### config.mk
export PLATFORM = sky130hd
export DESIGN_NAME = axi_demux
export DESIGN_NICKNAME = d
export VERILOG_FILES = /design/src/rtl/axi_demux_pkg.sv /design/src/rtl/axi_demux_id_table.sv /design/src/rtl/axi_demux_write_ctrl.sv /design/src/rtl/axi_demux_read_ctrl.sv /design/src/rtl/axi_demux_resp_arb.sv /design/src/rtl/axi_demux.sv
export VERILOG_INCLUDE_DIRS = /design/src /design/src/include
export SDC_FILE = /design/constraint.sdc
export NUM_CORES = 1
export LEC_CHECK = 0
export BUFFER_PORTS_ARGS = -buffer_cell sky130_fd_sc_hd__buf_4
export CAP_MARGIN = 20
export CELL_PAD_IN_SITES_DETAIL_PLACEMENT = 1
export CELL_PAD_IN_SITES_GLOBAL_PLACEMENT = 2
export CORE_AREA = 2 2 283 285
export CTS_BUF_LIST = sky130_fd_sc_hd__clkbuf_16
export DETAILED_ROUTE_END_ITERATION = 12
export DIE_AREA = 0 0 285 287
export GPL_ROUTABILITY_DRIVEN = 0
export PLACE_DENSITY_LB_ADDON = 0.1
export SLEW_MARGIN = 10
export SYNTH_ARGS = -nofsm -noshare
export SYNTH_HDL_FRONTEND = slang
export SYNTH_SLANG_ARGS = --single-unit
### constraint.sdc
create_clock -name clk_i -period 3.45 [get_ports clk_i]
set_input_delay 0.345 -clock clk_i [delete_from_list [all_inputs] [get_ports clk_i]]
set_output_delay 0.345 -clock clk_i [all_outputs]
set_load 0.01 [all_outputs]
### src/include/axi_demux_macros.svh
// Build-time parameters of the AXI demultiplexer
// Port count, bus widths and the outstanding-transaction limit

`ifndef AXI_DEMUX_MACROS_SVH
`define AXI_DEMUX_MACROS_SVH

// ------------------------------
// Topology
// ------------------------------

// Number of master ports behind the demux
`define AXI_NUM_PORTS 4

// ------------------------------
// Bus widths
// ------------------------------

// Full transaction ID width
`define AXI_ID_WIDTH 4
// Low ID bits that index the ordering tables
`define AXI_LOOK_BITS 2
// Address and data widths
`define AXI_ADDR_WIDTH 16
`define AXI_DATA_WIDTH 32

// ------------------------------
// Limits
// ------------------------------

// Max outstanding transactions per ID and max open W bursts
`define AXI_MAX_TRANS 7

`endif

### src/rtl/axi_demux_pkg.sv
// Types shared by the AXI demultiplexer
// Channel payloads, request and response bundles, select and counter types

`include "axi_demux_macros.svh"

package axi_demux_pkg;

    // ------------------------------
    // Scalar types
    // ------------------------------

    // Master port index
    typedef logic [$clog2(`AXI_NUM_PORTS)-1:0] sel_t;
    // Outstanding counter, wide enough for the max count
    typedef logic [$clog2(`AXI_MAX_TRANS + 1)-1:0] cnt_t;

    typedef logic [`AXI_ID_WIDTH-1:0]   id_t;
    typedef logic [`AXI_ADDR_WIDTH-1:0] addr_t;
    typedef logic [`AXI_DATA_WIDTH-1:0] data_t;
    typedef logic [7:0]                 len_t;
    typedef logic [1:0]                 resp_t;

    // ------------------------------
    // Channel payloads
    // ------------------------------

    // Address request, used for both AW and AR
    typedef struct packed {
        id_t   id;
        addr_t addr;
        len_t  len;
    } aw_chan_t;

    // AR has the same layout as AW
    typedef aw_chan_t ar_chan_t;

    typedef struct packed {
        data_t data;
        logic  last;
    } w_chan_t;

    typedef struct packed {
        id_t   id;
        resp_t resp;
    } b_chan_t;

    typedef struct packed {
        id_t   id;
        data_t data;
        resp_t resp;
        logic  last;
    } r_chan_t;

    // ------------------------------
    // Bundles
    // ------------------------------

    // Everything flowing from master to slave
    typedef struct packed {
        aw_chan_t aw;
        logic     aw_valid;
        w_chan_t  w;
        logic     w_valid;
        logic     b_ready;
        ar_chan_t ar;
        logic     ar_valid;
        logic     r_ready;
    } axi_req_t;

    // Everything flowing back from slave to master
    typedef struct packed {
        logic    aw_ready;
        logic    w_ready;
        b_chan_t b;
        logic    b_valid;
        logic    ar_ready;
        r_chan_t r;
        logic    r_valid;
    } axi_resp_t;

endpackage

### src/rtl/axi_demux_id_table.sv
// ID ordering table for the AXI demux
// Counts in-flight transactions per ID slot and remembers their target port

`timescale 1ns/1ps

`include "axi_demux_macros.svh"

module axi_demux_id_table
    import axi_demux_pkg::*;
(
    input  logic clk_i,
    input  logic rst_n_i,
    // Lookup of the ID shown on the slave port
    input  id_t  lookup_id_i,
    output sel_t lookup_sel_o,
    output logic occupied_o,
    output logic full_o,
    // Request routed to a master port
    input  logic push_i,
    input  id_t  push_id_i,
    input  sel_t push_sel_i,
    // Closing response seen on the slave port
    input  logic pop_i,
    input  id_t  pop_id_i
);

    localparam int unsigned NUM_ENTRIES = 2 ** `AXI_LOOK_BITS;

    typedef logic [`AXI_LOOK_BITS-1:0] idx_t;

    // One counter and one port per slot
    cnt_t cnt_q [NUM_ENTRIES];
    sel_t sel_q [NUM_ENTRIES];

    idx_t lookup_idx;
    idx_t push_idx;
    idx_t pop_idx;
    logic [NUM_ENTRIES-1:0] at_max;

    // Only the low ID bits select a slot, aliasing IDs share it
    assign lookup_idx = lookup_id_i[`AXI_LOOK_BITS-1:0];
    assign push_idx   = push_id_i[`AXI_LOOK_BITS-1:0];
    assign pop_idx    = pop_id_i[`AXI_LOOK_BITS-1:0];

    // ------------------------------
    // Counters
    // ------------------------------

    // Push and pop on the same slot cancel out
    always_ff @(posedge clk_i) begin
        if (!rst_n_i) begin
            for (int i = 0; i < NUM_ENTRIES; i++) begin
                cnt_q[i] <= '0;
            end
        end else begin
            for (int i = 0; i < NUM_ENTRIES; i++) begin
                if (push_i && (push_idx == idx_t'(i)) &&
                    !(pop_i && (pop_idx == idx_t'(i)))) begin
                    cnt_q[i] <= cnt_q[i] + 1'b1;
                end else if (pop_i && (pop_idx == idx_t'(i)) &&
                             !(push_i && (push_idx == idx_t'(i)))) begin
                    cnt_q[i] <= cnt_q[i] - 1'b1;
                end
            end
        end
    end

    // Target port of the slot, valid while its counter is nonzero
    always_ff @(posedge clk_i) begin
        if (push_i) begin
            sel_q[push_idx] <= push_sel_i;
        end
    end

    // ------------------------------
    // Status
    // ------------------------------

    always_comb begin
        for (int i = 0; i < NUM_ENTRIES; i++) begin
            at_max[i] = (cnt_q[i] == cnt_t'(`AXI_MAX_TRANS));
        end
    end

    // Any saturated slot blocks new pushes
    assign full_o       = |at_max;
    assign occupied_o   = (cnt_q[lookup_idx] != '0);
    assign lookup_sel_o = sel_q[lookup_idx];

endmodule

### src/rtl/axi_demux_write_ctrl.sv
// Write path control of the AXI demux
// AW admission with valid lock, open W burst counter and W routing

`timescale 1ns/1ps

`include "axi_demux_macros.svh"

module axi_demux_write_ctrl
    import axi_demux_pkg::*;
(
    input  logic clk_i,
    input  logic rst_n_i,
    // AW from the slave port
    input  logic aw_valid_i,
    input  id_t  aw_id_i,
    input  sel_t aw_select_i,
    // Ready of the master selected by aw_select_i
    input  logic aw_ready_i,
    output logic aw_valid_o,
    output logic aw_ready_o,
    // W from the slave port
    input  logic w_valid_i,
    input  logic w_last_i,
    // Ready of the master selected by w_sel_o
    input  logic w_ready_i,
    output sel_t w_sel_o,
    output logic w_active_o,
    output logic w_ready_o,
    // B transfer on the slave port
    input  id_t  b_fire_id_i,
    input  logic b_fire_i
);

    sel_t lookup_sel;
    logic occupied;
    logic id_full;

    // Lock keeps valid high once shown without ready
    logic lock_q;
    logic admissible;
    logic aw_first;

    // Open W bursts and the port they all target
    cnt_t w_open_q;
    sel_t w_sel_q;
    logic w_any_open;
    logic w_close;

    // ------------------------------
    // ID ordering
    // ------------------------------

    // Pushed when the AW is first shown, the lock guarantees its transfer
    axi_demux_id_table aw_table (
        .clk_i        (clk_i),
        .rst_n_i      (rst_n_i),
        .lookup_id_i  (aw_id_i),
        .lookup_sel_o (lookup_sel),
        .occupied_o   (occupied),
        .full_o       (id_full),
        .push_i       (aw_first),
        .push_id_i    (aw_id_i),
        .push_sel_i   (aw_select_i),
        .pop_i        (b_fire_i),
        .pop_id_i     (b_fire_id_i)
    );

    // ------------------------------
    // AW admission
    // ------------------------------

    assign w_any_open = (w_open_q != '0);

    // W bursts must stay in AW order, so a new port waits for open bursts to drain
    assign admissible = !id_full &&
                        (w_open_q != cnt_t'(`AXI_MAX_TRANS)) &&
                        (!w_any_open || (w_sel_q == aw_select_i)) &&
                        (!occupied || (lookup_sel == aw_select_i));

    assign aw_first   = aw_valid_i && !lock_q && admissible;
    assign aw_valid_o = lock_q || aw_first;
    assign aw_ready_o = aw_valid_o && aw_ready_i;

    always_ff @(posedge clk_i) begin
        if (!rst_n_i) begin
            lock_q <= 1'b0;
        end else begin
            lock_q <= aw_valid_o && !aw_ready_i;
        end
    end

    // ------------------------------
    // W routing
    // ------------------------------

    // A burst may start in the same cycle its AW is first shown
    assign w_active_o = aw_first || w_any_open;
    assign w_sel_o    = w_any_open ? w_sel_q : aw_select_i;
    assign w_ready_o  = w_active_o && w_ready_i;
    assign w_close    = w_valid_i && w_ready_o && w_last_i;

    always_ff @(posedge clk_i) begin
        if (!rst_n_i) begin
            w_open_q <= '0;
        end else if (aw_first && !w_close) begin
            w_open_q <= w_open_q + 1'b1;
        end else if (w_close && !aw_first) begin
            w_open_q <= w_open_q - 1'b1;
        end
    end

    // All open bursts share one port, the latest AW refreshes it
    always_ff @(posedge clk_i) begin
        if (aw_first) begin
            w_sel_q <= aw_select_i;
        end
    end

endmodule

### src/rtl/axi_demux_read_ctrl.sv
// Read path control of the AXI demux
// AR admission by ID ordering, valid lock and read ID bookkeeping

`timescale 1ns/1ps

module axi_demux_read_ctrl
    import axi_demux_pkg::*;
(
    input  logic clk_i,
    input  logic rst_n_i,
    // AR from the slave port
    input  logic ar_valid_i,
    input  id_t  ar_id_i,
    input  sel_t ar_select_i,
    // Ready of the master selected by ar_select_i
    input  logic ar_ready_i,
    output logic ar_valid_o,
    output logic ar_ready_o,
    // Last R beat accepted on the slave port
    input  id_t  r_fire_id_i,
    input  logic r_fire_i
);

    sel_t lookup_sel;
    logic occupied;
    logic id_full;
    logic lock_q;
    logic admissible;
    logic ar_push;

    // Pushed on the AR transfer, popped on the last R beat
    axi_demux_id_table ar_table (
        .clk_i        (clk_i),
        .rst_n_i      (rst_n_i),
        .lookup_id_i  (ar_id_i),
        .lookup_sel_o (lookup_sel),
        .occupied_o   (occupied),
        .full_o       (id_full),
        .push_i       (ar_push),
        .push_id_i    (ar_id_i),
        .push_sel_i   (ar_select_i),
        .pop_i        (r_fire_i),
        .pop_id_i     (r_fire_id_i)
    );

    // Same ID to another port would reorder R beats
    assign admissible = !id_full && (!occupied || (lookup_sel == ar_select_i));

    assign ar_valid_o = lock_q || (ar_valid_i && admissible);
    assign ar_ready_o = ar_valid_o && ar_ready_i;
    assign ar_push    = ar_ready_o;

    // Hold valid until the selected master takes it
    always_ff @(posedge clk_i) begin
        if (!rst_n_i) begin
            lock_q <= 1'b0;
        end else begin
            lock_q <= ar_valid_o && !ar_ready_i;
        end
    end

endmodule

### src/rtl/axi_demux_resp_arb.sv
// Round-robin response arbiter for the AXI demux
// Merges one response channel from all master ports, grant held until ready

`timescale 1ns/1ps

`include "axi_demux_macros.svh"

module axi_demux_resp_arb
    import axi_demux_pkg::*;
#(
    parameter type payload_t = logic
) (
    input  logic                              clk_i,
    input  logic                              rst_n_i,
    // Per-port responses
    input  logic     [`AXI_NUM_PORTS-1:0]     valid_i,
    input  payload_t [`AXI_NUM_PORTS-1:0]     payload_i,
    output logic     [`AXI_NUM_PORTS-1:0]     ready_o,
    // Merged response toward the slave port
    output logic                              valid_o,
    output payload_t                          payload_o,
    input  logic                              ready_i
);

    localparam int unsigned NUM_PORTS = `AXI_NUM_PORTS;

    // First port looked at in the next free arbitration
    sel_t ptr_q;
    sel_t gnt_idx_q;
    logic lock_q;
    sel_t gnt_idx;
    logic found;

    // ------------------------------
    // Grant selection
    // ------------------------------

    always_comb begin : rr_pick
        sel_t cand;
        found   = 1'b0;
        gnt_idx = ptr_q;
        // Scan from the pointer and wrap around
        for (int k = 0; k < NUM_PORTS; k++) begin
            cand = sel_t'((int'(ptr_q) + k) % NUM_PORTS);
            if (!found && valid_i[cand]) begin
                found   = 1'b1;
                gnt_idx = cand;
            end
        end
        // A stalled response keeps its grant
        if (lock_q) begin
            gnt_idx = gnt_idx_q;
            found   = valid_i[gnt_idx_q];
        end
    end

    assign valid_o   = found;
    assign payload_o = found ? payload_i[gnt_idx] : '0;

    always_comb begin
        for (int i = 0; i < NUM_PORTS; i++) begin
            ready_o[i] = found && ready_i && (gnt_idx == sel_t'(i));
        end
    end

    // ------------------------------
    // State
    // ------------------------------

    always_ff @(posedge clk_i) begin
        if (!rst_n_i) begin
            ptr_q     <= '0;
            gnt_idx_q <= '0;
            lock_q    <= 1'b0;
        end else begin
            lock_q    <= valid_o && !ready_i;
            gnt_idx_q <= gnt_idx;
            // Next search starts just after the port that was served
            if (valid_o && ready_i) begin
                ptr_q <= (gnt_idx == sel_t'(NUM_PORTS - 1)) ? '0 : gnt_idx + 1'b1;
            end
        end
    end

endmodule

### src/rtl/axi_demux.sv
// AXI4 demultiplexer top level
// One slave port to AXI_NUM_PORTS master ports, B and R merged round-robin

`timescale 1ns/1ps

`include "axi_demux_macros.svh"

module axi_demux
    import axi_demux_pkg::*;
(
    input  logic                                clk_i,
    input  logic                                rst_n_i,
    // Slave port
    input  axi_req_t                            slv_req_i,
    input  sel_t                                aw_select_i,
    input  sel_t                                ar_select_i,
    output axi_resp_t                           slv_resp_o,
    // Master ports
    output axi_req_t  [`AXI_NUM_PORTS-1:0]      mst_req_o,
    input  axi_resp_t [`AXI_NUM_PORTS-1:0]      mst_resp_i
);

    logic aw_valid;
    logic ar_valid;
    sel_t w_sel;
    logic w_active;
    logic b_fire;
    logic r_fire;

    logic    [`AXI_NUM_PORTS-1:0] b_valids;
    logic    [`AXI_NUM_PORTS-1:0] b_readies;
    b_chan_t [`AXI_NUM_PORTS-1:0] b_chans;
    logic    [`AXI_NUM_PORTS-1:0] r_valids;
    logic    [`AXI_NUM_PORTS-1:0] r_readies;
    r_chan_t [`AXI_NUM_PORTS-1:0] r_chans;

    // Slave-side handshakes, R only closes a burst on last
    assign b_fire = slv_resp_o.b_valid && slv_req_i.b_ready;
    assign r_fire = slv_resp_o.r_valid && slv_req_i.r_ready && slv_resp_o.r.last;

    axi_demux_write_ctrl write_ctrl (
        .clk_i       (clk_i),
        .rst_n_i     (rst_n_i),
        .aw_valid_i  (slv_req_i.aw_valid),
        .aw_id_i     (slv_req_i.aw.id),
        .aw_select_i (aw_select_i),
        .aw_ready_i  (mst_resp_i[aw_select_i].aw_ready),
        .aw_valid_o  (aw_valid),
        .aw_ready_o  (slv_resp_o.aw_ready),
        .w_valid_i   (slv_req_i.w_valid),
        .w_last_i    (slv_req_i.w.last),
        .w_ready_i   (mst_resp_i[w_sel].w_ready),
        .w_sel_o     (w_sel),
        .w_active_o  (w_active),
        .w_ready_o   (slv_resp_o.w_ready),
        .b_fire_id_i (slv_resp_o.b.id),
        .b_fire_i    (b_fire)
    );

    axi_demux_read_ctrl read_ctrl (
        .clk_i       (clk_i),
        .rst_n_i     (rst_n_i),
        .ar_valid_i  (slv_req_i.ar_valid),
        .ar_id_i     (slv_req_i.ar.id),
        .ar_select_i (ar_select_i),
        .ar_ready_i  (mst_resp_i[ar_select_i].ar_ready),
        .ar_valid_o  (ar_valid),
        .ar_ready_o  (slv_resp_o.ar_ready),
        .r_fire_id_i (slv_resp_o.r.id),
        .r_fire_i    (r_fire)
    );

    axi_demux_resp_arb #(.payload_t(b_chan_t)) b_arb (
        .clk_i     (clk_i),
        .rst_n_i   (rst_n_i),
        .valid_i   (b_valids),
        .payload_i (b_chans),
        .ready_o   (b_readies),
        .valid_o   (slv_resp_o.b_valid),
        .payload_o (slv_resp_o.b),
        .ready_i   (slv_req_i.b_ready)
    );

    axi_demux_resp_arb #(.payload_t(r_chan_t)) r_arb (
        .clk_i     (clk_i),
        .rst_n_i   (rst_n_i),
        .valid_i   (r_valids),
        .payload_i (r_chans),
        .ready_o   (r_readies),
        .valid_o   (slv_resp_o.r_valid),
        .payload_o (slv_resp_o.r),
        .ready_i   (slv_req_i.r_ready)
    );

    // ------------------------------
    // Per-port fan-out
    // ------------------------------

    // Payloads go to every port, valids only to the selected one
    for (genvar i = 0; i < `AXI_NUM_PORTS; i++) begin : gen_port
        assign mst_req_o[i].aw       = slv_req_i.aw;
        assign mst_req_o[i].aw_valid = aw_valid && (aw_select_i == sel_t'(i));
        assign mst_req_o[i].w        = slv_req_i.w;
        assign mst_req_o[i].w_valid  = slv_req_i.w_valid && w_active && (w_sel == sel_t'(i));
        assign mst_req_o[i].b_ready  = b_readies[i];
        assign mst_req_o[i].ar       = slv_req_i.ar;
        assign mst_req_o[i].ar_valid = ar_valid && (ar_select_i == sel_t'(i));
        assign mst_req_o[i].r_ready  = r_readies[i];

        // Responses into the arbiters
        assign b_valids[i] = mst_resp_i[i].b_valid;
        assign b_chans[i]  = mst_resp_i[i].b;
        assign r_valids[i] = mst_resp_i[i].r_valid;
        assign r_chans[i]  = mst_resp_i[i].r;
    end

endmodule

# == Word level (Yosys, flattened, before mapping) ==
# Memories as Yosys holds them, arrays and structs flattened.
# Index checks and enable logic that the tools add are counted.
# op_classes
shift,0
reduce_logical,135
n_mul,0
order_cmp,15
n_div,0
n_bitwise,16
n_eq_ne,39
n_addsub,26
muxes,132
# ops
operator,count
$bmux W50 S2,3
$mux W1,81
$logic_and A1 B1 Y1,80
$bmux W39 S2,1
$mux W39,2
$mux W3,18
$mux W50,1
$mux W49,1
$lt A2 B3 Y1 const B,15
$mux W41,1
$eq A2 B2 Y1 const B,18
$logic_not A1 Y1,34
$add A3 B1 Y3 const B,9
$sub A3 B1 Y3 const B,9
$eq A3 B3 Y1 const B,8
$mux W2,11
$bmux W1 S2,10
$eq A2 B1 Y1 const B,9
$logic_not A2 Y1,9
$or A1 B1 Y1,16
$bmux W6 S2,1
$mux W6,2
$reduce_bool A3 Y1,3
$add A2 B1 Y2 const B,4
6 further kinds,17
# totals
rom_bits,0
ramBits,40
inputBits,300
n_memories,4
reg_bits,17
latch_bits,0
# memory_table
memory,words,width,read_ports,rd_ports_with_merged_regs,wr,line_no,source
read_ctrl.ar_table.cnt_q,4,3,5,0,4,axi_demux_id_table.sv:32,cnt_t cnt_q [NUM_ENTRIES];
write_ctrl.aw_table.cnt_q,4,3,5,0,4,axi_demux_id_table.sv:32,
read_ctrl.ar_table.sel_q,4,2,1,0,1,axi_demux_id_table.sv:33,sel_t sel_q [NUM_ENTRIES];
write_ctrl.aw_table.sel_q,4,2,1,0,1,axi_demux_id_table.sv:33,

# == Depth between registers and ports, before layout ==
# Gate-level depths: netlist of run 1.
# depth
depth_word,25
ltp_mapped,14
mapped_depth_nobuf,14

# == By module ==
# Synthesis of run 1 repeated with hierarchy kept, for this count alone.
# hier_totals
cells_unflattened,949
area_unflattened_um2,8461.9
# by_module_without_submodules
mod,area_per_inst_um2,instances,cells_per_inst
axi_demux,2864.0,1,373
axi_demux_resp_arb (r_arb),1833.0,1,187
axi_demux_id_table (write_ctrl.aw_table),1169.9,1,101
axi_demux_id_table (read_ctrl.ar_table),1158.6,1,99
axi_demux_resp_arb (b_arb),917.1,1,136
axi_demux_write_ctrl,416.6,1,43
axi_demux_read_ctrl,102.6,1,10

# == Worst setup path before layout of run 1 ==
# No wires, ideal clock.
# synth_timing
path_type,input to register
startpoint,input port slv_req_i[90] (netlist bit)
endpoint,register write_ctrl.w_open_q[2]
slack_ps,76
setup_ps,70
stages,13
t_arrival_ps,3304
path_cell_list,buf_2 > mux4_2 > xnor2_1 > a21oi_2 > nor2_2 > o21ai_0 > or3_1 > ha_1 > inv_1 > fa_1 > xor2_1 > or3_1 > a21oi_1
# synth_between
elab_chain_len,13
# synth_lines
element,line_no,source
from (decl),axi_demux.sv:14,"input axi_req_t slv_req_i,"
$mem_v2 Z4 W3,n/a,
$reduce_bool A3 Y1,axi_demux_id_table.sv:87,assign occupied_o = (cnt_q[lookup_idx] != '0);
$logic_not A1 Y1,axi_demux_write_ctrl.sv:78,(!occupied || (lookup_sel == aw_select_i));
$logic_or A1 B1 Y1 *,axi_demux_write_ctrl.sv:78,
$logic_and A1 B1 Y1 *,axi_demux_write_ctrl.sv:75,assign admissible = !id_full &&
$logic_and A1 B1 Y1 *,axi_demux_write_ctrl.sv:80,assign aw_first = aw_valid_i && !lock_q && admissible;
named net write_ctrl.aw_first,axi_demux_write_ctrl.sv:41,logic aw_first;
$logic_or A1 B1 Y1,axi_demux_write_ctrl.sv:97,assign w_active_o = aw_first || w_any_open;
$logic_and A1 B1 Y1,axi_demux_write_ctrl.sv:99,assign w_ready_o = w_active_o && w_ready_i;
$logic_and A1 B1 Y1 (2 in series),axi_demux_write_ctrl.sv:100,assign w_close = w_valid_i && w_ready_o && w_last_i;
$logic_not A1 Y1,axi_demux_write_ctrl.sv:105,end else if (aw_first && !w_close) begin
$logic_and A1 B1 Y1,axi_demux_write_ctrl.sv:105,
$mux W3 / $reduce_bool A2 Y1 (equally long branches),n/a,
to (signal assigned),axi_demux_write_ctrl.sv:106,w_open_q <= w_open_q + 1'b1;
to (signal assigned),axi_demux_write_ctrl.sv:108,w_open_q <= w_open_q - 1'b1;
to (decl),axi_demux_write_ctrl.sv:44,cnt_t w_open_q;
# The timed path passes the listed nets; every way through them passes the cells marked *.
# A chain may end at the register's enable or synchronous reset.

==> results of run 1 <==
==> area by class of cell <==
cell class,instances,area (um2),area share [%]
multi-input combinational,621,4230,40.3
timing repair buffer,379,2920,27.8
sequential,57,1570,14.9
tap,1050,1310,12.5
clock buffer,9,225,2.15
inverter,34,128,1.22
clock inverter,7,110,1.05
==> state kept, by name, summed over array words and instances (netlist names), 3 cells and up <==
name / flops
read_ctrl.ar_table.cnt_q: 12
read_ctrl.ar_table.sel_q: 8
write_ctrl.aw_table.cnt_q: 12
write_ctrl.aw_table.sel_q: 8
write_ctrl.w_open_q: 3
==> placed cells by master (no fill, tap or decap), types with 4 or more instances in the layout <==
cell	netlist	final
nand4_1	4	4
a211oi_1	16	13
buf_12	0	6
xor2_1	8	8
edfxtp_1	42	42
or3_1	8	8
fa_1	7	7
and2_1	11	11
a21o_1	4	4
o22ai_1	8	6
nor2b_1	17	17
o21ai_0	15	14
nand3_1	23	22
nand2_1	184	184
nor3b_1	9	9
buf_4	361	373
inv_1	33	32
nor2_1	26	25
mux2i_1	8	8
dfxtp_1	15	11
dfxtp_2	0	4
nand4b_1	4	4
and3b_1	5	5
mux4_2	18	18
nand2b_1	8	8
and3_1	55	55
a311oi_1	38	38
a21oi_1	13	13
a31oi_1	4	4
ha_1	15	15
clkbuf_16	0	9
xnor2_1	11	11
nor3_2	2	4
mux2_2	4	4
nor3_1	40	38
==> critical path, stage by stage, from the launching register on <==
cell	delay (ns)
edfxtp_1	0.38
mux4_2	0.51
xnor2_1	0.17
a21oi_2	0.36
nor4_2	0.09
or4_1	0.53
fa_1	0.41
xnor2_1	0.15
and3_1	0.18
mux2_2	0.25
==> Yosys cell counts, drive strengths merged (23+ instances only) <==
| library cell | n | share of area [%] |
|---|---|---|
| a311oi | 38 | 3.8 |
| and3 | 55 | 3.9 |
| buf | 374 | 32 |
| clkbuf | 38 | 1.6 |
| edfxtp | 42 | 14 |
| inv | 34 | 1.5 |
| nand2 | 184 | 7.9 |
| nand3 | 23 | 1.3 |
| nor2 | 28 | 1.3 |
| nor3 | 42 | 2.5 |
==> cells by family (layout without fill, tap and decap cells) <==
kind of cell / Yosys count / in the layout / share of synthesized area (%)
AO/OA/AOI/OAI: 137 / 137 / 12.2
XOR/XNOR: 19 / 19 / 1.90
adder cells (fa/ha/maj): 22 / 22 / 3.74
buffers and inverters: 446 / 429 / 34.7
flip-flops: 57 / 57 / 17.8
multiplexers: 30 / 30 / 6.05
AND/OR/NAND/NOR: 413 / 413 / 23.6
==> how the worst min path moves through the flow <==
stage                         from              to  slack [ns]  cells past startpoint
floorplan            slv_req_i[30]    b_arb.lock_q        0.42                      1
global placement    b_arb.ptr_q[1]  b_arb.ptr_q[1]        0.51                      2
detailed placement  b_arb.ptr_q[1]  b_arb.ptr_q[1]        0.51                      2
CTS                  slv_req_i[30]    b_arb.lock_q        0.18                      2
global route         slv_req_i[30]    b_arb.lock_q        0.19                      2
finish               slv_req_i[30]    b_arb.lock_q        0.21                      2
==> power by group <==
part / leakage [nW] / internal [mW] / total [mW] / switching (mW)
registers: 0.540 / 0.827 / 0.910 / 0.0835
logic: 3.57 / 1.07 / 2.26 / 1.18
clock network: 0.164 / 0.698 / 1.06 / 0.360
==> per-stage QoR <==
stage	worst slack [ns]	hold WS [ns]	instance area, um2	TNS [ns]
floorplan	0.0756	0.422	8770	0
global placement	-0.138	0.507	10100	-0.220
detailed placement	-0.207	0.505	10100	-0.340
CTS	0.0183	0.177	10400	0
global route	-0.0128	0.193	10500	-0.0198
finish	0.186	0.213	10500	0
==> per-layer routing <==
metal	part of all wire, %	wire (um)
met3	12	4640
met1	39	14900
met4	1.6	609
met2	47	18200
met5	0.14	54
==> repair_timing <==
item	in CTS	in global routing
buffers inserted	1	0
pin swaps	1	3
setup endpoints to repair	8	30
gates resized for setup	2	15
==> results.txt, run 1 <==
The final max-slew violation count is 0. Summed over all layers, the global routing overflow is 0. The count of standard-cell rows is 103. The die covers 81800 um2. A synthesized cell averages 7.80 um2. The sum of routed wire length over all layers is 38400 um.

The final critical-path share of the clock period came out at 94.6%. The number of violations of the max-capacitance limit came out at 0. The max-slew headroom at the worst pin is 54.8%. The maximum operating frequency came out at 0.306 GHz. The die is 287 um tall. The count of buffers from port buffering came out at 305.

The number of buffers inserted during clock tree synthesis came out at 9. The critical path capture point is write_ctrl.aw_table.cnt_q[0][2]. The number of library cell types mapped by synthesis came out at 74. The first TritonRoute pass finished after 4 iterations. Using the TritonRoute via totals, the vias-per-cell ratio works out to 3.45. The cell count after synthesis is 1124. The non-filler instance count after layout came out at 2157. TritonCTS built the clock tree.

Once layout is complete, the utilization of the core stands at 13.3%. The post-synth net total came out at 1446. For this block, the via count after detailed routing is 7431.

The starting density of the core is 11.2%. The synthesized netlist occupies a cell area of 8770 um2. Synthesis inferred 57 register bits. The static power due to leakage came out at 4.27 nW. The post-synthesis async set-or-reset flop share came out at 0%. The critical path is of the reg2reg type.

Clock tree synthesis selected as its root buffer the cell clkbuf_16. The maximum net fanout on the critical path came out at 5. The wire length per cell after detailed routing is 17.8 um.

The worst voltage drop across the vdd grid came out at 249 uV. The first-pass GRT wire length came out at 56300 um. The cell area power density is 403 nW/um2. The worst path arrival time is 3.38 ns. The critical register-to-register path endpoint is write_ctrl.aw_table.cnt_q[0][2].

The worst setup skew after layout is 0.00488 ns. The buffer levels on the longest clock path came out at 2. The met1 track utilization from global routing is 10.0%. The share of post-route cells with drive strength above 1 is 40.4%. For this run, the leading register cell type out of synthesis is edfxtp_1. The number of cells on the worst reg-to-reg path is 9. The clock period minus final worst setup slack is 3.26 ns.

The Yosys step of the flow raised 0 warnings. The largest net degree at the start of global routing came out at 43. The final number of hold-violating endpoints was 0.

In this run the horizontal extent of the chip is 285 um. The worst setup path is launched from a register. The transition time at the pin with the least slew margin came out at 0.678 ns.

The clock latency reported for the late side of the worst-skew pair came out at 0.36 ns. The met3 usage in global routing is 5.43%. The DRC violation total after the first TritonRoute iteration came out at 210. The flow ran to the end, and the final reports show no timing, DRC or antenna violations. The detail route stage leaves a number of antenna-violating nets equal to 0.

The number of setup violations in the final report came out at 0. In the routed design, unresolved DRC markers number 0. The class of the most critical hold timing path is in2reg. The CTS clock-pin slew for the worst setup and hold paths came out at 0.06 ns. The share of the Yosys chip area taken by registers is 17.8%.

The via count of the first global-routing pass is 8309. The initial antenna violation count is 4. The antenna diode count is 0. The layout-stage area growth over the synthesis result came out at 19.7%.

The global routing stage identified its most utilized layer as met2. The placeable core region is 78600 um2. The required time of the critical path came out at 3.57 ns. The source of the critical timing path is write_ctrl.aw_table.sel_q[3][1].

The total number of nets in the final design came out at 1424. The number of enable-type register cells in the synthesized netlist is 42. The total power came out at 4.22 mW. The number of filler instances in the final layout is 9405. Global routing consumed, on the met2 layer, 15.4% of the routing resources.

The count of H-tree levels built during CTS is 3. For this run, the total global-route usage over all layers was measured as 9.26%. The top-level port count is 726. The register-to-register setup slack is 0.19 ns. The tree built by TritonCTS fans out to 57 sinks. The sort of element at the end of the critical path is a register.

After detailed placement, the design holds a cell count of 2140. The quantity of hold-fixing buffers added after cts came out at 0. The startpoint of the worst-slack reg-to-reg timing path is write_ctrl.aw_table.sel_q[3][1]. The total half-perimeter wirelength after legalization and detailed placement is 31400 um.
Note: power is estimated with default switching activity, not from simulation.
==> run 2: changes to the inputs <==
--- a/config.mk
+++ b/config.mk
@@ -11,8 +11,8 @@
 export CELL_PAD_IN_SITES_DETAIL_PLACEMENT = 1
 export CELL_PAD_IN_SITES_GLOBAL_PLACEMENT = 2
-export CORE_AREA = 2 2 283 285
+export CORE_AREA = 2 2 286 288
 export CTS_BUF_LIST = sky130_fd_sc_hd__clkbuf_16
 export DETAILED_ROUTE_END_ITERATION = 12
-export DIE_AREA = 0 0 285 287
+export DIE_AREA = 0 0 288 290
 export GPL_ROUTABILITY_DRIVEN = 0
 export PLACE_DENSITY_LB_ADDON = 0.1
@@ -20,3 +20,4 @@
 export SYNTH_ARGS = -nofsm -noshare
 export SYNTH_HDL_FRONTEND = slang
+export SYNTH_HIERARCHICAL = 1
 export SYNTH_SLANG_ARGS = --single-unit
==> constraint.sdc (replaced) <==
create_clock -name clk_i -period 3.45 [get_ports clk_i]
set_input_delay 0.345 -clock clk_i [delete_from_list [all_inputs] [get_ports clk_i]]
set_output_delay 0.345 -clock clk_i [all_outputs]
set_load 0.02 [all_outputs]
==> run 2 against run 1 <==
Combinational power increased by 7%. Sequential power shrank 0.4%. Routed wire length grew 10%. Synthesized area shrank 3.5%. Final area decreased by 4.2%. Flip-flop and latch count unchanged. Synthesized cell count down 16%. Largest power group unchanged. Worst setup slack worse by 0.053 ns. Fmax down 1.6%. Worst hold slack improved by 0.075 ns.
==> results.txt, run 2 <==
The startpoint identified for the worst register-to-register timing path is b_arb/gnt_idx_q[0]. The first-pass GRT wire length came out at 57900 um. The detail-routed via count per cell came out at 3.16. The met3 usage in global routing is 7.26%. Of all nets on the critical path, the largest fanout is 5.

In this run the remaining antenna-violating nets after routing total 0. The number of enable-type register cells in the synthesized netlist is 42. At the pin with the least slew margin, the transition time is 0.576 ns. The critical path starts at b_arb/gnt_idx_q[0]. Pin placement for this block handled 726 I/O pins.

Compared with the post-synthesis result, the final layout area differs by 18.8%. Across all layers, the routed design uses 6335 vias. The final number of hold-violating endpoints came out at 0. The final max-slew violation count came out at 0.

Synthesis produced a netlist whose cell count is 949. The worst setup skew after layout is 0.00908 ns. The setup check on the worst reg-to-reg path leaves a slack of 0.13 ns. The flow ran to the end, and the final reports show no timing, DRC or antenna violations. The required time of the critical path came out at 3.65 ns. The critical path capture point is write_ctrl/aw_table/cnt_q[0][2]. The tree is rooted in a clkbuf_16. The type of the worst setup path is reg2reg. In this run the most used layer during global routing was met2. The remaining global-route overflow came out at 0. After synthesis, the cell types taking the most area are buf_4 (32%), edfxtp_1 (15%), mux2i_1 (9.8%), dfxtp_1 (3.5%), o22ai_2 (3.1%). The count of buffers from port buffering came out at 305. Among all flip-flop cells after synthesis, the most frequent one is edfxtp_1. The sort of element at the end of the critical path is a register. The via count of the first global-routing pass came out at 7080. Row generation in the floorplan step produced 104 rows.

Measured against its own limit, the worst slew margin works out to 61.6%. The number of cells on the worst reg-to-reg path came out at 12. The overall fraction of global-route tracks in use came out at 9.88%. The count of H-tree levels built during CTS is 3. At the end of the flow the core is filled with cells to 12.5%.

In this run the standard cell core region covers 80200 um2. The met2 layer usage reported by global route is 14.0%. In the layout the commonest cells are buf_4 (361), mux2i_1 (83), nand2_1 (54).

The final critical-path share of the clock period is 96.1%. The clock latency reported for the late side of the worst-skew pair came out at 0.35 ns. The number of library cell types mapped by synthesis came out at 68.

In this run the worst hold path is classified as in2reg. The total power came out at 4.39 mW. In this run the static leakage power is 4.18 nW. Summing every instance area after synthesis gives 8460 um2. During synthesis, Yosys emitted a total of 6 warnings. Max-cap violations in this run came to 0. The biggest area contributor in the post-synthesis netlist is buf_4. The share of post-route cells with drive strength above 1 is 48.9%. The CTS clock-pin slew for the worst setup and hold paths came out at 0.06 ns. The number of buffers inserted during clock tree synthesis is 9.

The die extent in x came out at 288 um. The die area came out at 83500 um2. The detailed-router iteration count before antenna repair came out at 4.

The clock passes through at most 2 buffers. The critical register-to-register path endpoint is write_ctrl/aw_table/cnt_q[0][2]. Yosys instantiated no cell more often than buf_4. The number of DRC violations after detailed routing came out at 0. The clock period minus final worst setup slack is 3.32 ns.

The worst voltage drop across the vdd grid came out at 205 uV. In this run, synthesis produced a sequential element count of 57. When the netlist entered floorplanning its net count stood at 1271. The worst setup path is launched from a register.

The total half-perimeter wirelength after legalization and detailed placement is 37100 um. After synthesis, the largest area contributor takes up 31.8% of total cell area. The sum of routed wire length over all layers is 42400 um. In the synthesized netlist, the cells that appear most often are buf_4 (359), mux2i_1 (83), nand2_1 (54).

The number of setup violations in the final report came out at 0. The leading cell type in the layout, fill and taps excluded is buf_4. The DRC violation total after the first TritonRoute iteration is 173. The sequential element share of the synthesized area came out at 18.5%.

The TritonCTS sink count is 57. Derived from the worst setup path, the maximum achievable clock frequency is 0.302 GHz. The synthesized area per cell is 8.92 um2. The cell area power density came out at 437 nW/um2. The worst path arrival time is 3.51 ns. The CTS tree is done. The met1 track utilization from global routing is 12.2%. The starting density of the core came out at 10.6%.

The post-synthesis async set-or-reset flop share came out at 0%. The largest registers in the layout are read_ctrl/ar_table/cnt_q x12, write_ctrl/aw_table/cnt_q x12. The initial antenna violation count came out at 3.

The wire length per cell after detailed routing is 21.1 um. The total number of nets in the final design is 1260. The largest net degree at the start of global routing is 43. The height of the die is 290 um.
[run 2: changes by cell type in the layout (fill, tap and decap cells not counted), sizes merged, moves of 7 or more]
| cell | change |
|---|---|
| a211oi | -12 |
| a311oi | -38 |
| and3 | -40 |
| buf | -12 |
| mux2i | +75 |
| mux4 | -9 |
| nand2 | -130 |
| nor2 | -18 |
| nor2b | -7 |
| nor3b | +7 |
| o211a | +12 |
| o22ai | +41 |
[run 2: final cells by class]
class                   instances  area [um2]
diodes                          2        5.00
flip-flops and latches         57        1570
multi-input cells             475        3900
inverters                      28         105
repair buffers                367        2810
fillers                      9474       70100
well taps                    1060        1330
clock inverters                 7         110
clock buffers                   9         225
[run 2: worst min-delay path by stage]
stage / from / to / slack (ns) / depth (start not counted)
floorplan: ar_select_i[0] / read_ctrl/ar_table/sel_q[0][0] / 0.44 / 0
global placement: b_arb/ptr_q[0] / b_arb/ptr_q[0] / 0.52 / 2
detailed placement: b_arb/ptr_q[0] / b_arb/ptr_q[0] / 0.52 / 2
CTS: ar_select_i[1] / read_ctrl/ar_table/sel_q[0][1] / 0.27 / 1
global route: ar_select_i[1] / read_ctrl/ar_table/sel_q[0][1] / 0.30 / 1
finish: ar_select_i[1] / read_ctrl/ar_table/sel_q[0][1] / 0.29 / 1
[run 2: cells by family (layout without fill, tap and decap cells)]
group | after synthesis | count (layout) | synth area share [%]
xor gates and xnor gates | 22 | 22 | 2.45
buffers and inverters | 417 | 411 | 36.1
adders and majority gates | 22 | 22 | 3.87
AOI/OAI and AO/OA | 113 | 113 | 10.9
muxes | 94 | 94 | 12.6
and+or+nand+nor | 224 | 224 | 15.7
DFF | 57 | 57 | 18.5
other | 0 | 2 | 0
[run 2: worst max-delay path, stage by stage (launching register included)]
cell and delay [ns]:
dfxtp_1 0.36, mux4_1 0.56, mux2_4 0.30, nand3b_1 0.13, o22ai_1 0.11, buf_4 0.16, or3b_4 0.39, nor2_1 0.10
nand2_1 0.08, fa_1 0.39, xnor2_1 0.14, or3_1 0.31, a21boi_1 0.14
[run 2: layer usage]
layer / wire length, um / part of all wire [%] / vias up
li1: - / - / 2921
met1: 18100 / 43 / 2896
met2: 17300 / 41 / 498
met3: 6760 / 16 / 18
met4: 222 / 0.52 / 2
met5: 28 / 0.066 / -
[run 2: stage by stage]
step	instances	worst slack (ns)	setup TNS (ns)	hold slack (ns)	cell area, um2
after floorplan	949	0.0678	0	0.444	8460
after global placement	1980	-0.0582	-0.0582	0.522	9610
after detailed placement	1980	-0.0472	-0.0659	0.522	9610
after CTS	1996	0.0496	0	0.273	9950
after global routing	2003	-0.00191	-0.00191	0.300	10000
final	2005	0.133	0	0.288	10000
[run 2: repair_timing]
| item | 4_1_cts | 5_1_grt |
|---|---|---|
| endpoints found under the setup margin | 6 | 5 |
| resized for setup | 2 | 11 |
| pin swaps | 0 | 2 |
| setup buffers | 0 | 7 |
| hold buffers | 0 | 0 |
[run 2: power breakdown]
part / internal (mW) / switching [mW]
clock network: 0.699 / 0.363
logic: 1.03 / 1.39
registers: 0.827 / 0.0784
